## config.mk

```make
export PLATFORM = sky130hd
export DESIGN_NAME = audioSubsystem
export DESIGN_NICKNAME = d
export VERILOG_FILES = /design/src/logic/audioCfgPkg.sv /design/src/logic/audioStreamPkg.sv /design/src/logic/voiceRegisters.sv /design/src/logic/sampleFetcher.sv /design/src/logic/stereoMixer.sv /design/src/logic/i2sSerializer.sv /design/src/logic/audioSubsystem.sv
export SDC_FILE = /design/constraint.sdc
export NUM_CORES = 2
export LEC_CHECK = 0
export BUFFER_PORTS_ARGS = -buffer_cell sky130_fd_sc_hd__buf_2
export CAP_MARGIN = 15
export CORE_ASPECT_RATIO = 0.8
export CORE_MARGIN = 3
export CORE_UTILIZATION = 50
export DETAILED_ROUTE_END_ITERATION = 10
export PLACE_DENSITY_LB_ADDON = 0.2
export SLEW_MARGIN = 20
export SYNTH_ARGS = -nofsm -noshare
export SYNTH_HDL_FRONTEND = slang
export SYNTH_SLANG_ARGS = --single-unit
```

## constraint.sdc

```tcl
create_clock -name i_aclk -period 29.6 [get_ports i_aclk]
set_input_delay 4.44 -clock i_aclk [delete_from_list [all_inputs] [get_ports i_aclk]]
set_output_delay 4.44 -clock i_aclk [all_outputs]
set_load 0.05 [all_outputs]
```

## src/logic/audioCfgPkg.sv

```systemverilog
/*
 * Audio engine configuration types: CPU register port and per-voice settings
 */
package audioCfgPkg;

    localparam int unsigned MAX_VOICES = 8;

    typedef logic [2:0] voiceIdxT;

    typedef enum logic {
        REG_ADDR = 1'b0,    // Start byte address
        REG_CTRL = 1'b1
    } regSelE;

    typedef struct packed {
        logic        play;
        logic        mono;
        logic        right;     // Only looked at when not mono
        logic        loop;
        logic [11:0] reserved;
        logic [15:0] count;
    } voiceCtrlT;

    // Same word, decoded by regSelE
    typedef union packed {
        logic [31:0] addr;
        voiceCtrlT   ctrl;
    } regWordU;

    typedef struct packed {
        logic     strobe;
        voiceIdxT voice;
        regSelE   sel;
        regWordU  word;
    } regWriteT;

    typedef struct packed {
        logic [MAX_VOICES-1:0] mono;
        logic [MAX_VOICES-1:0] right;
    } voiceRouteT;

endpackage

```

## src/logic/audioStreamPkg.sv

```systemverilog
/*
 * Sample data in flight: AXI-Lite read request/response, voice frame, stereo pair
 */
package audioStreamPkg;

    localparam logic [1:0] RESP_OKAY = 2'b00;

    typedef logic signed [15:0] sampleT;

    // One sample per voice, unused voices read as zero
    typedef struct packed {
        sampleT [audioCfgPkg::MAX_VOICES-1:0] voice;
    } frameT;

    typedef struct packed {
        sampleT left;
        sampleT right;
    } stereoT;

    typedef struct packed {
        logic        arValid;
        logic [31:0] arAddr;
    } axiRdReqT;

    typedef struct packed {
        logic        rValid;
        logic [15:0] rData;     // Big-endian in memory
        logic [1:0]  rResp;
    } axiRdRspT;

endpackage

```

## src/logic/voiceRegisters.sv

```systemverilog
/*
 * Voice register file: start address, current address, remaining count and routing
 * per voice, stepped forward by the fetcher
 */
`timescale 1ns/1ps

module voiceRegisters #(
    parameter int unsigned NUM_VOICES = 8
) (
    input  logic                        i_aclk,
    input  logic                        i_aresetn,
    input  audioCfgPkg::regWriteT       i_regWrite,
    input  logic                        i_advance,
    input  audioCfgPkg::voiceIdxT       i_advanceVoice,
    output logic [NUM_VOICES-1:0]       o_playing,
    output logic [NUM_VOICES-1:0][31:0] o_voiceAddr,
    output audioCfgPkg::voiceRouteT     o_route
);
    import audioCfgPkg::*;

    logic [NUM_VOICES-1:0][31:0] startAddr;
    logic [NUM_VOICES-1:0][15:0] sampleCount;
    logic [NUM_VOICES-1:0][15:0] remaining;
    logic [NUM_VOICES-1:0]       mono;
    logic [NUM_VOICES-1:0]       right;
    logic [NUM_VOICES-1:0]       loop;
    logic [NUM_VOICES-1:0]       addrWrite;
    logic [NUM_VOICES-1:0]       ctrlWrite;
    logic [NUM_VOICES-1:0]       advance;
    logic [NUM_VOICES-1:0]       lastSample;

    always_comb begin
        for (int v = 0; v < NUM_VOICES; v++) begin
            addrWrite[v]  = i_regWrite.strobe && i_regWrite.voice == voiceIdxT'(v)
                            && i_regWrite.sel == REG_ADDR;
            ctrlWrite[v]  = i_regWrite.strobe && i_regWrite.voice == voiceIdxT'(v)
                            && i_regWrite.sel == REG_CTRL;
            advance[v]    = i_advance && i_advanceVoice == voiceIdxT'(v) && o_playing[v];
            lastSample[v] = remaining[v] <= 16'd1;
        end
    end

    always_ff @(posedge i_aclk) begin
        if (!i_aresetn) begin
            o_playing <= '0;
            mono      <= '0;
            right     <= '0;
            loop      <= '0;
        end else begin
            for (int v = 0; v < NUM_VOICES; v++) begin
                if (ctrlWrite[v]) begin  // CPU write wins over a same-cycle advance
                    o_playing[v] <= i_regWrite.word.ctrl.play;
                    mono[v]      <= i_regWrite.word.ctrl.mono;
                    right[v]     <= i_regWrite.word.ctrl.right;
                    loop[v]      <= i_regWrite.word.ctrl.loop;
                end else if (advance[v] && lastSample[v] && !loop[v]) begin
                    o_playing[v] <= 1'b0;
                end
            end
        end
    end

    always_ff @(posedge i_aclk) begin
        for (int v = 0; v < NUM_VOICES; v++) begin
            if (addrWrite[v])
                startAddr[v] <= i_regWrite.word.addr;
            if (ctrlWrite[v]) begin
                sampleCount[v] <= i_regWrite.word.ctrl.count;
                if (i_regWrite.word.ctrl.play) begin
                    remaining[v]   <= i_regWrite.word.ctrl.count;
                    o_voiceAddr[v] <= startAddr[v];
                end
            end else if (advance[v]) begin
                if (lastSample[v]) begin  // Rewind, harmless when stopping
                    remaining[v]   <= sampleCount[v];
                    o_voiceAddr[v] <= startAddr[v];
                end else begin
                    remaining[v]   <= remaining[v] - 16'd1;
                    o_voiceAddr[v] <= o_voiceAddr[v] + 32'd2;
                end
            end
        end
    end

    always_comb begin
        o_route = '0;
        o_route.mono[NUM_VOICES-1:0]  = mono;
        o_route.right[NUM_VOICES-1:0] = right;
    end

    // Fetcher only steps voices that were playing when their sample was read
    advanceLive: assert property (@(posedge i_aclk) disable iff (!i_aresetn)
        i_advance |-> i_advanceVoice < NUM_VOICES && o_playing[i_advanceVoice]);

endmodule

```

## src/logic/sampleFetcher.sv

```systemverilog
/*
 * AXI-Lite read master: fetches one sample per playing voice each frame and
 * hands the frame to the mixer over a four-phase req/ack
 */
`timescale 1ns/1ps

module sampleFetcher #(
    parameter int unsigned NUM_VOICES = 8
) (
    input  logic                        i_aclk,
    input  logic                        i_aresetn,
    input  logic                        i_frameTick,
    input  logic [NUM_VOICES-1:0]       i_playing,
    input  logic [NUM_VOICES-1:0][31:0] i_voiceAddr,
    output logic                        o_advance,
    output audioCfgPkg::voiceIdxT       o_advanceVoice,
    output audioStreamPkg::axiRdReqT    o_axiReq,
    input  logic                        i_arReady,
    input  audioStreamPkg::axiRdRspT    i_axiRsp,
    output logic                        o_rReady,
    output logic                        o_frameReq,
    output audioStreamPkg::frameT       o_frame,
    input  logic                        i_frameAck
);
    import audioCfgPkg::*;
    import audioStreamPkg::*;

    typedef enum logic [2:0] {IDLE, ADDR, DATA, HANDOFF, RELEASE} stateE;

    localparam voiceIdxT LAST_VOICE = voiceIdxT'(NUM_VOICES - 1);

    stateE                   state;
    voiceIdxT                voiceIdx;
    logic [NUM_VOICES-1:0]   fetched;  // Voices read over AXI this frame
    sampleT [NUM_VOICES-1:0] samples;
    logic                    arValid;
    logic [31:0]             arAddr;
    logic                    lastVoice;
    logic                    skipVoice;
    logic                    issueAddr;
    logic                    addrDone;
    logic                    dataDone;

    assign lastVoice = voiceIdx == LAST_VOICE;
    assign skipVoice = state == ADDR && !arValid && !i_playing[voiceIdx];
    assign issueAddr = state == ADDR && !arValid && i_playing[voiceIdx];
    assign addrDone  = arValid && i_arReady;
    assign dataDone  = state == DATA && o_rReady && i_axiRsp.rValid;

    always_ff @(posedge i_aclk) begin
        if (!i_aresetn) begin
            state      <= IDLE;
            voiceIdx   <= '0;
            fetched    <= '0;
            arValid    <= 1'b0;
            o_rReady   <= 1'b0;
            o_frameReq <= 1'b0;
            o_advance  <= 1'b0;
        end else begin
            o_advance <= 1'b0;
            case (state)
                IDLE: begin
                    if (i_frameTick) begin  // Ticks while busy are dropped
                        state    <= ADDR;
                        voiceIdx <= '0;
                        fetched  <= '0;
                    end
                end
                ADDR: begin
                    if (issueAddr)
                        arValid <= 1'b1;
                    if (addrDone) begin
                        arValid  <= 1'b0;
                        o_rReady <= 1'b1;
                        state    <= DATA;
                    end
                end
                DATA: begin
                    if (dataDone) begin
                        o_rReady          <= 1'b0;
                        fetched[voiceIdx] <= 1'b1;
                    end
                end
                HANDOFF: begin
                    if (i_frameAck) begin
                        o_frameReq <= 1'b0;
                        voiceIdx   <= '0;
                        state      <= RELEASE;
                    end
                end
                RELEASE: begin
                    // Step voices only now, so the mixer sees them still playing
                    o_advance         <= fetched[voiceIdx] && i_playing[voiceIdx];
                    fetched[voiceIdx] <= 1'b0;
                    if (!lastVoice)
                        voiceIdx <= voiceIdx + voiceIdxT'(1);
                    else if (!i_frameAck)
                        state <= IDLE;
                end
                default: state <= IDLE;
            endcase

            if (skipVoice || dataDone) begin
                if (lastVoice) begin
                    o_frameReq <= 1'b1;
                    state      <= HANDOFF;
                end else begin
                    voiceIdx <= voiceIdx + voiceIdxT'(1);
                    state    <= ADDR;
                end
            end
        end
    end

    always_ff @(posedge i_aclk) begin
        if (issueAddr)
            arAddr <= i_voiceAddr[voiceIdx];
        if (skipVoice)
            samples[voiceIdx] <= '0;
        if (dataDone)  // Byte swap, error reads as silence
            samples[voiceIdx] <= i_axiRsp.rResp == RESP_OKAY
                                 ? {i_axiRsp.rData[7:0], i_axiRsp.rData[15:8]} : '0;
        if (state == RELEASE)
            o_advanceVoice <= voiceIdx;
    end

    always_comb begin
        o_axiReq.arValid = arValid;
        o_axiReq.arAddr  = arAddr;
        o_frame          = '0;
        for (int v = 0; v < NUM_VOICES; v++)
            o_frame.voice[v] = samples[v];
    end

    arAddrHold: assert property (@(posedge i_aclk) disable iff (!i_aresetn)
        arValid && !i_arReady |=> arValid && $stable(arAddr));

    reqUntilAck: assert property (@(posedge i_aclk) disable iff (!i_aresetn)
        o_frameReq && !i_frameAck |=> o_frameReq);

endmodule

```

## src/logic/stereoMixer.sv

```systemverilog
/*
 * Stereo mixer: routes each voice left, right or both, sums with saturation
 */
`timescale 1ns/1ps

module stereoMixer #(
    parameter int unsigned NUM_VOICES = 8
) (
    input  logic                    i_aclk,
    input  logic                    i_aresetn,
    input  logic                    i_frameReq,
    input  audioStreamPkg::frameT   i_frame,
    input  logic [NUM_VOICES-1:0]   i_playing,
    input  audioCfgPkg::voiceRouteT i_route,
    output logic                    o_frameAck,
    output audioStreamPkg::stereoT  o_mix
);
    import audioStreamPkg::*;

    localparam int SUM_W = 20;  // Headroom for eight full-scale voices

    logic signed [SUM_W-1:0] leftSum;
    logic signed [SUM_W-1:0] rightSum;
    logic signed [SUM_W-1:0] extSample;
    logic                    capture;

    function automatic sampleT saturate(input logic signed [SUM_W-1:0] sum);
        if (sum > 32767)
            return 16'sh7fff;
        if (sum < -32768)
            return 16'sh8000;
        return sampleT'(sum[15:0]);
    endfunction

    always_comb begin
        leftSum   = '0;
        rightSum  = '0;
        extSample = '0;
        for (int v = 0; v < NUM_VOICES; v++) begin
            extSample = {{(SUM_W-16){i_frame.voice[v][15]}}, i_frame.voice[v]};
            if (i_playing[v] && (i_route.mono[v] || !i_route.right[v]))
                leftSum = leftSum + extSample;
            if (i_playing[v] && (i_route.mono[v] || i_route.right[v]))
                rightSum = rightSum + extSample;
        end
    end

    assign capture = i_frameReq && !o_frameAck;

    always_ff @(posedge i_aclk) begin
        if (!i_aresetn) begin
            o_frameAck <= 1'b0;
            o_mix      <= '0;
        end else if (capture) begin
            o_frameAck  <= 1'b1;
            o_mix.left  <= saturate(leftSum);
            o_mix.right <= saturate(rightSum);
        end else if (!i_frameReq) begin
            o_frameAck <= 1'b0;  // Fourth phase
        end
    end

endmodule

```

## src/logic/i2sSerializer.sv

```systemverilog
/*
 * I2S transmitter: divided bit clock, word select and MSB-first data,
 * Philips timing with one bit of delay after word select
 */
`timescale 1ns/1ps

module i2sSerializer #(
    parameter int unsigned BCLK_DIV = 4
) (
    input  logic                   i_aclk,
    input  logic                   i_aresetn,
    input  audioStreamPkg::stereoT i_mix,
    output logic                   o_frameTick,
    output logic                   o_bclk,
    output logic                   o_lrclk,
    output logic                   o_dout
);
    localparam int DIV_W        = $clog2(BCLK_DIV);
    localparam int FRAME_CYCLES = 64 * BCLK_DIV;

    logic [DIV_W-1:0] divCnt;
    logic [4:0]       bitCnt;   // Slot within the frame
    logic [4:0]       nextBit;
    logic             halfTick;
    logic             fallEdge;
    logic [31:0]      shiftReg;

    assign halfTick = divCnt == DIV_W'(BCLK_DIV - 1);
    assign fallEdge = halfTick && o_bclk;
    assign nextBit  = bitCnt + 5'd1;

    always_ff @(posedge i_aclk) begin
        if (!i_aresetn) begin
            divCnt      <= '0;
            bitCnt      <= 5'd31;  // First falling edge starts a frame
            o_bclk      <= 1'b0;
            o_lrclk     <= 1'b0;
            o_dout      <= 1'b0;
            o_frameTick <= 1'b0;
            shiftReg    <= '0;
        end else begin
            o_frameTick <= fallEdge && nextBit == 5'd0;
            divCnt      <= halfTick ? '0 : divCnt + DIV_W'(1);
            if (halfTick)
                o_bclk <= ~o_bclk;
            if (fallEdge) begin
                bitCnt  <= nextBit;
                o_lrclk <= nextBit[4];     // Low for left
                o_dout  <= shiftReg[31];   // Lags word select by one bit
                if (nextBit == 5'd0)
                    shiftReg <= {i_mix.left, i_mix.right};
                else
                    shiftReg <= {shiftReg[30:0], 1'b0};
            end
        end
    end

    // One tick per 32 bit periods
    tickPeriod: assert property (@(posedge i_aclk) disable iff (!i_aresetn)
        o_frameTick |=> !o_frameTick [*FRAME_CYCLES-1] ##1 o_frameTick);

endmodule

```

## src/logic/audioSubsystem.sv

```systemverilog
/*
 * Sample playback engine top: voice registers, AXI-Lite fetcher, mixer, I2S output
 */
`timescale 1ns/1ps

module audioSubsystem #(
    parameter int unsigned NUM_VOICES = 8,
    parameter int unsigned BCLK_DIV   = 4
) (
    input  logic                  i_aclk,
    input  logic                  i_aresetn,
    input  audioCfgPkg::regWriteT i_regWrite,
    output logic [31:0]           o_awAddr,
    output logic [2:0]            o_awProt,
    output logic                  o_awValid,
    output logic [15:0]           o_wData,
    output logic [1:0]            o_wStrb,
    output logic                  o_wValid,
    output logic                  o_bReady,
    output logic [31:0]           o_arAddr,
    output logic [2:0]            o_arProt,
    output logic                  o_arValid,
    input  logic                  i_arReady,
    input  logic [15:0]           i_rData,
    input  logic [1:0]            i_rResp,
    input  logic                  i_rValid,
    output logic                  o_rReady,
    output logic                  o_bclk,
    output logic                  o_lrclk,
    output logic                  o_dout
);
    import audioCfgPkg::*;
    import audioStreamPkg::*;

    logic [NUM_VOICES-1:0]       playing;
    logic [NUM_VOICES-1:0][31:0] voiceAddr;
    logic                        advance;
    voiceIdxT                    advanceVoice;
    voiceRouteT                  route;
    axiRdReqT                    axiReq;
    axiRdRspT                    axiRsp;
    logic                        frameReq;
    logic                        frameAck;
    frameT                       frame;
    stereoT                      mix;
    logic                        frameTick;

    // Read-only master
    assign o_awAddr  = '0;
    assign o_awProt  = '0;
    assign o_awValid = 1'b0;
    assign o_wData   = '0;
    assign o_wStrb   = '0;
    assign o_wValid  = 1'b0;
    assign o_bReady  = 1'b0;

    assign o_arAddr  = axiReq.arAddr;
    assign o_arValid = axiReq.arValid;
    assign o_arProt  = '0;
    assign axiRsp    = '{rValid: i_rValid, rData: i_rData, rResp: i_rResp};

    voiceRegisters #(.NUM_VOICES(NUM_VOICES)) voiceRegs (
        .i_aclk(i_aclk), .i_aresetn(i_aresetn), .i_regWrite(i_regWrite),
        .i_advance(advance), .i_advanceVoice(advanceVoice),
        .o_playing(playing), .o_voiceAddr(voiceAddr), .o_route(route)
    );

    sampleFetcher #(.NUM_VOICES(NUM_VOICES)) fetcher (
        .i_aclk(i_aclk), .i_aresetn(i_aresetn), .i_frameTick(frameTick),
        .i_playing(playing), .i_voiceAddr(voiceAddr),
        .o_advance(advance), .o_advanceVoice(advanceVoice),
        .o_axiReq(axiReq), .i_arReady(i_arReady), .i_axiRsp(axiRsp), .o_rReady(o_rReady),
        .o_frameReq(frameReq), .o_frame(frame), .i_frameAck(frameAck)
    );

    stereoMixer #(.NUM_VOICES(NUM_VOICES)) mixer (
        .i_aclk(i_aclk), .i_aresetn(i_aresetn), .i_frameReq(frameReq), .i_frame(frame),
        .i_playing(playing), .i_route(route), .o_frameAck(frameAck), .o_mix(mix)
    );

    i2sSerializer #(.BCLK_DIV(BCLK_DIV)) serializer (
        .i_aclk(i_aclk), .i_aresetn(i_aresetn), .i_mix(mix), .o_frameTick(frameTick),
        .o_bclk(o_bclk), .o_lrclk(o_lrclk), .o_dout(o_dout)
    );

endmodule

```

---- After elaboration in Yosys (flattened, before gate mapping) ----
Index checks and enable logic that the tools add are counted.
storage, ports and cells
  register bits after elaboration ......... 1,057
  latch bits .............................. 0
  bits in writable memories ............... 0
  ROM bits ................................ 0
  output and inout port bits .............. 96
  logic and storage cells ................. 495
  memories ................................ 0
operators by class
  add/subtract/negate cells ............... 33
  multipliers ............................. 0
  divide/modulo/power cells ............... 0
  order comparisons ....................... 14
  equal/unequal tests ..................... 38
  shifts and indexed selects .............. 0
  muxes and demuxes ....................... 154
  bitwise operators ....................... 8
  reductions and logical operators ........ 157
operator list
  operator                 number
  $mux W32                 34
  $mux W16                 35
  $mux W20                 16
  $add A20 B16 Y20         14
  $add A32 B2 Y32 const B  8
  $mux W128                2
  $and A128 B128 Y128      1
  $bwmux W128              1
  $le A16 B1 Y1 const B    8
  $not A128 Y128           1
  $sub A16 B1 Y16 const B  8
  $bmux W32 S3             1
  $logic_and A1 B1 Y1      83
  $demux W16 S3            1
  $mux W1                  43
  $gt A20 B16 Y1 const B   2
  $lt A20 B16 Y1 const B   2
  $reduce_bool A2 Y1       18
  $mux W3                  11
  $eq A3 B3 Y1 const B     10
  $pmux W8 S3              1
  $reduce_and A2 Y1        10
  $logic_not A1 Y1         19
  $eq A3 B2 Y1 const B     6
  31 further kinds         69

---- Longest topological paths before layout ----
  word-level depth ........................ 27
  mapped depth ............................ 63
  gate-level depth less buffers ........... 62

---- Cells and area by module ----
Synthesis repeated with hierarchy kept, for this count alone.
unflattened totals
  cell total of the unflattened synthesis .. 6,576
  area, all modules ....................... 64,475.6 um^2
modules (own cells, without submodules)
  module          times used  cells each  area each (um^2)  seq. area each (um^2)
  voiceRegisters  1           3,130       36,844.1          23,702.7
  stereoMixer     1           2,427       17,108.9          660.6
  sampleFetcher   1           737         8,011.4           3,973.8
  i2sSerializer   1           222         2,064.5           860.8
  audioSubsystem  1           60          446.7             0.0

---- Worst setup path after synthesis ----
No wires, ideal clock.
  path kind ............................... register to register
  start point ............................. register voiceRegs.mono[0]
  end point ............................... register mixer.o_mix[23] in the netlist's numbering
  library setup time ...................... 0.066 ns
  arrival ................................. 10.916 ns
  data required time ...................... 29.534 ns
  path slack .............................. 18.618 ns
  stages on the path, launching flop included .. 53
  path buffers ............................ 0
  cell sequence ........................... dfxtp_1 nand2b_1 and3_1 ha_1 fa_1 o21a_1 nand4_1 a21boi_0 o31a_1 nor2_1 xnor2_1 mux2_2 ha_1 a21oi_1 o21ai_0 xor2_1 mux2_2 ha_1 [17 not listed] xnor2_1 nand2_1 a21boi_0 inv_1 ha_1 or3_1 nand3_1 a21boi_0 ha_1 a21o_1 a41oi_1 o21ai_0 xnor2_1 a22o_1 o41ai_1 mux2i_2 a211o_1 a21oi_2
between the ends
  cells in the longest elaborated chain, start to end .. 24
  elaborated cells on any way between the ends .. 29
RTL lines
  what                               line                  source
  from (decl)                        voiceRegisters.sv:24  logic [NUM_VOICES-1:0] mono;
  from (signal, indexed assignment)  voiceRegisters.sv:53  mono[v] <= i_regWrite.word.ctrl.mono;
  $logic_or A1 B1 Y1 (*)             stereoMixer.sv:41     if (i_playing[v] && (i_route.mono[v] || !i_route.right[v]))
  $logic_and A1 B1 Y1 (*)            stereoMixer.sv:41
  $mux W20 (*)                       stereoMixer.sv:41
  $add A20 B16 Y20                   stereoMixer.sv:42     leftSum = leftSum + extSample;
  $mux W20 (*)                       stereoMixer.sv:41
  $add A20 B16 Y20                   stereoMixer.sv:42
  $mux W20 (*)                       stereoMixer.sv:41
  $add A20 B16 Y20                   stereoMixer.sv:42
  [7 not listed]                     --
  $add A20 B16 Y20                   stereoMixer.sv:42
  $mux W20 (*)                       stereoMixer.sv:41
  $lt A20 B16 Y1                     stereoMixer.sv:30     if (sum < -32768)
  $mux W1 (2 in a row)               stereoMixer.sv:30
  $mux W1                            stereoMixer.sv:54     end else if (capture) begin
  $mux W1                            stereoMixer.sv:51     if (!i_aresetn) begin
  $mux W16                           stereoMixer.sv:32     return sampleT'(sum[15:0]);
  $mux W16 (*)                       stereoMixer.sv:30
  to (decl)                          stereoMixer.sv:16     output audioStreamPkg::stereoT o_mix
Mark *: on every way between the ends. The rest lies on a longest branch, timed or not. The select of a mux whose other input is x is not followed.
A chain may end at the register's enable or synchronous reset.

---- Worst setup path after layout ----
  start point ............................. register voiceRegs.o_playing[0]
  end point ............................... register mixer.o_mix[6] in the netlist's numbering
between the ends
  cells in the longest elaborated chain, start to end .. 23
  elaborated cells on any way between the ends .. 28
RTL lines
  what                               line                  source
  from (decl)                        voiceRegisters.sv:15  output logic [NUM_VOICES-1:0] o_playing,
  from (signal, indexed assignment)  voiceRegisters.sv:52  o_playing[v] <= i_regWrite.word.ctrl.play;
  $logic_and A1 B1 Y1 (*)            stereoMixer.sv:43     if (i_playing[v] && (i_route.mono[v] || i_route.right[v]))
  $mux W20 (*)                       stereoMixer.sv:43
  $add A20 B16 Y20                   stereoMixer.sv:44     rightSum = rightSum + extSample;
  $mux W20 (*)                       stereoMixer.sv:43
  $add A20 B16 Y20                   stereoMixer.sv:44
  $mux W20 (*)                       stereoMixer.sv:43
  $add A20 B16 Y20                   stereoMixer.sv:44
  $mux W20 (*)                       stereoMixer.sv:43
  [6 not listed]                     --
  $add A20 B16 Y20                   stereoMixer.sv:44
  $mux W20 (*)                       stereoMixer.sv:43
  $lt A20 B16 Y1                     stereoMixer.sv:30
  $mux W1 (2 in a row)               stereoMixer.sv:30
  $mux W1                            stereoMixer.sv:54
  $mux W1                            stereoMixer.sv:51
  $mux W16                           stereoMixer.sv:32
  $mux W16 (*)                       stereoMixer.sv:30
Marked as above.

==> impl_results.md <==
- First-pass GRT wire length: 277.8 mm
- # IOs: 155
- Max Buffers Root-to-Sink: 3
- Max Clock Skew: 44.54 ps
- DRT iter0 DRCs: 5008
- Post-CTS setup buffer count: 0
- Relative slew slack: 0.2619
- Critical path fanouts, max: 23
- Flop2flop setup slack: 16300 ps
- Synthesized area per cell: 9.480 µm²
- Register area: 29200 µm²
- Setup ws final: 16300 ps
- Crit. End Element: flip-flop
- Reg clk slew, reported paths: 60 ps
- Detailed Route WL: 183.2 mm
- Die width: 400.7 µm
- Sink Count: 1057
- Total global routing overflow: 0
- Worst Setup Start Kind: flip-flop
- Flops & latches, synth: 1057
- Worst Tran Pin Value: 1104 ps
- Synth top area share: 0.3870
- CP required: 30230 ps
- Starting Density: 0.5052
- Unrepaired setup endpoints after global routing: false
- Peak VDD IR: 0.05363 mV
- Die H: 321.7 µm
- Pre-CTS WS: 16630 ps
- Hold Path Class: flip-flop to flip-flop
- Tmin final: 13300 ps
- Outcome: finished, final reports clean
- Vias in the first global route: 46280
- Largest net degree at the start of global routing: 64
- Crit path kind: flip-flop to flip-flop
- Slowest cell on the critical path: dfxtp_1
- Drt first pass iters: 6
- Synth unique cells: 100
- Core ar.: 123300 µm²
- CTS tree: done
- # rows: 115
- Cell taking the most area after synthesis: edfxtp_1
- P per Cell Area: 46.36 nW/µm²
- Pleak: 25.20 nW
- Max Fclk: 75.19 MHz
- Synth area leaders: edfxtp_1 (39%), dfxtp_1 (8.2%), o21ai_0 (6.6%)
- Sw frac: 0.2366
- Placed Cells: 8117
- Most frequent cells in the layout: nand2_1 (1086), o21ai_0 (811), edfxtp_1 (803)
- HPWL after detailed placement: 127.3 mm
- Resize count post-CTS: 0
- Syn Inst Count: 6572
- Max-slew violations: 0
- Share of cells above drive strength 1: 0.07058
- CTS root buf: clkbuf_16
- DIE AREA: 128900 µm²
- Max incr delay on CP: 860 ps
- Comb power frac: 0.060
- Period utilization: 0.4493
- CTS Buf Count: 105
- Via count: 50350
- Synthesized area: 62300 µm²
- Final Setup Violations: 0
- Buf+Inv Stages, Crit Path: 3
- Yosys warning count: 0
- Clk_lat worst skew: 730 ps
- Final Util: 0.5502
- Post-route cell area: 67840 µm²
- Layout Cells excl Fill: 8314
- Final Net Count: 6947
- CP Data Arrival Time: 13930 ps
- Post-DR vias/cell: 6.056
- Most common flop cell mapped by yosys: edfxtp_1
- IO Port Bufs: 95
- Max Cap Viol: 0
- Area occupied by multi-input gates: 31580 µm²
- CTS Hold Bufs: 0
- Avg WL per Cell: 22.03 µm
- Placed Instance Area: 64430 µm²
- H-Tree Depth: 3
- Commonest non-fill, non-tap cell in the layout: nand2_1
- Initial antenna violation count: 7
- Cell mode on critical path: a21oi_1
- EDFF count, synth: 803
- TNS Setup: 0 ps
- Asr flop ratio synth: 0
- Int Pwr: 2.401 mW
- GPL Wtd Cong: 0.9458
- Final Hold Vio Count: 0
- Net switching power: 0.7442 mW
- Clk pwr share: 0.424
- Seq/Total Area, Yosys: 0.4687
- # DRC: 0
- Critical path's top delay family: compound AO/OA/AOI/OAI gates
- Gr usage total: 0.2767
- DRT antenna net count: 0
- Number of fill cells: 10840
- Area growth, synth to finish: 8.895%
- Flop pwr share: 0.516
==> cell usage after synthesis, drive strengths merged, types with 58 or more instances <==
| cell type | count |
|---|---|
| o21a | 81 |
| inv | 140 |
| nand4 | 87 |
| nand2 | 1091 |
| and2 | 58 |
| edfxtp | 803 |
| nor2b | 62 |
| xnor2 | 271 |
| ha | 288 |
| and3 | 102 |
| a22oi | 141 |
| o21ai | 836 |
| nand3 | 173 |
| buf | 93 |
| nor2 | 411 |
| a21oi | 293 |
| dfxtp | 254 |
| clkbuf | 232 |
| xor2 | 235 |
| a21o | 92 |
| nor3 | 101 |
==> flip-flops by register name (all words and copies together) (netlist names), 2 cells and up <==
name                    flops
voiceRegs.startAddr       256
voiceRegs.loop              8
fetcher.o_frame           128
voiceRegs.o_playing         8
fetcher.arAddr             32
serializer.bitCnt           5
fetcher.voiceIdx            3
voiceRegs.right             8
voiceRegs.remaining       128
voiceRegs.mono              8
voiceRegs.o_voiceAddr     256
fetcher.fetched             8
voiceRegs.sampleCount     128
serializer.divCnt           2
mixer.o_mix                32
fetcher.state               3
serializer.shiftReg        32
fetcher.o_advanceVoice      3
==> cell families (layout without fill, tap and decap cells) <==
| group | Yosys count | in the layout | synth area share |
|---|---|---|---|
| flip-flops | 1057 | 1057 | 0.4687 |
| multiplexers | 108 | 108 | 0.01848 |
| buffers and inverters | 471 | 514 | 0.03217 |
| other | 1 | 62 | 0.00006019 |
| adder cells (fa/ha/maj) | 303 | 303 | 0.06250 |
| XOR/XNOR | 507 | 507 | 0.07164 |
| AO/OA/AOI/OAI | 1829 | 1829 | 0.1795 |
| AND/OR/NAND/NOR | 2296 | 2296 | 0.1670 |
==> metal layers <==
layer,GRT usage,part of all wire,vias to the layer above
met4,0.06918,0.023,2
met5,0,0.000071,-
li1,-,-,23900
met3,0.03831,0.086,267
met1,0.4065,0.45,24180
met2,0.4323,0.44,1998
==> metrics by stage <==
step / hold WS [ps] / total power, mW
floorplan: 404.3 / 1.766
global placement: 415.1 / 1.838
detailed placement: 428.5 / 1.840
CTS: 437.3 / 3.158
global route: 458.0 / 3.233
finish: 433.1 / 3.145
==> power by group through the flow <==
stage,Clock (mW),Combinational [mW],Sequential [mW]
final,1.33,0.188,1.62
after detailed placement,0,0.184,1.66
after global routing,1.41,0.199,1.63
after floorplan,0,0.114,1.65
after global placement,0,0.183,1.65
after CTS,1.35,0.186,1.62
==> final cells by class <==
| type | count | share of cell area |
|---|---|---|
| Clock buffer | 140 | 0.04188 |
| Timing Repair Buffer | 175 | 0.01586 |
| Clock inverter | 54 | 0.008133 |
| Antenna cell | 3 | 0.0001107 |
| Multi-Input combinational cell | 5102 | 0.4654 |
| Sequential cell | 1057 | 0.4304 |
| Tap cell | 1638 | 0.03021 |
| Inverter | 145 | 0.008022 |
==> worst paths after layout <==
kind	startpoint	endpoint	cells past startpoint
hold reg to reg	serializer.divCnt[0]$_SDFF_PP0_	serializer.divCnt[0]$_SDFF_PP0_	1
setup / recovery	voiceRegs.o_playing[0]$_SDFFE_PN0P_	mixer.o_mix[6]$_SDFFE_PN0P_	58
hold / removal	serializer.divCnt[0]$_SDFF_PP0_	serializer.divCnt[0]$_SDFF_PP0_	1
setup reg to reg	voiceRegs.o_playing[0]$_SDFFE_PN0P_	mixer.o_mix[6]$_SDFFE_PN0P_	58
Power figures use the tool's default switching activity.
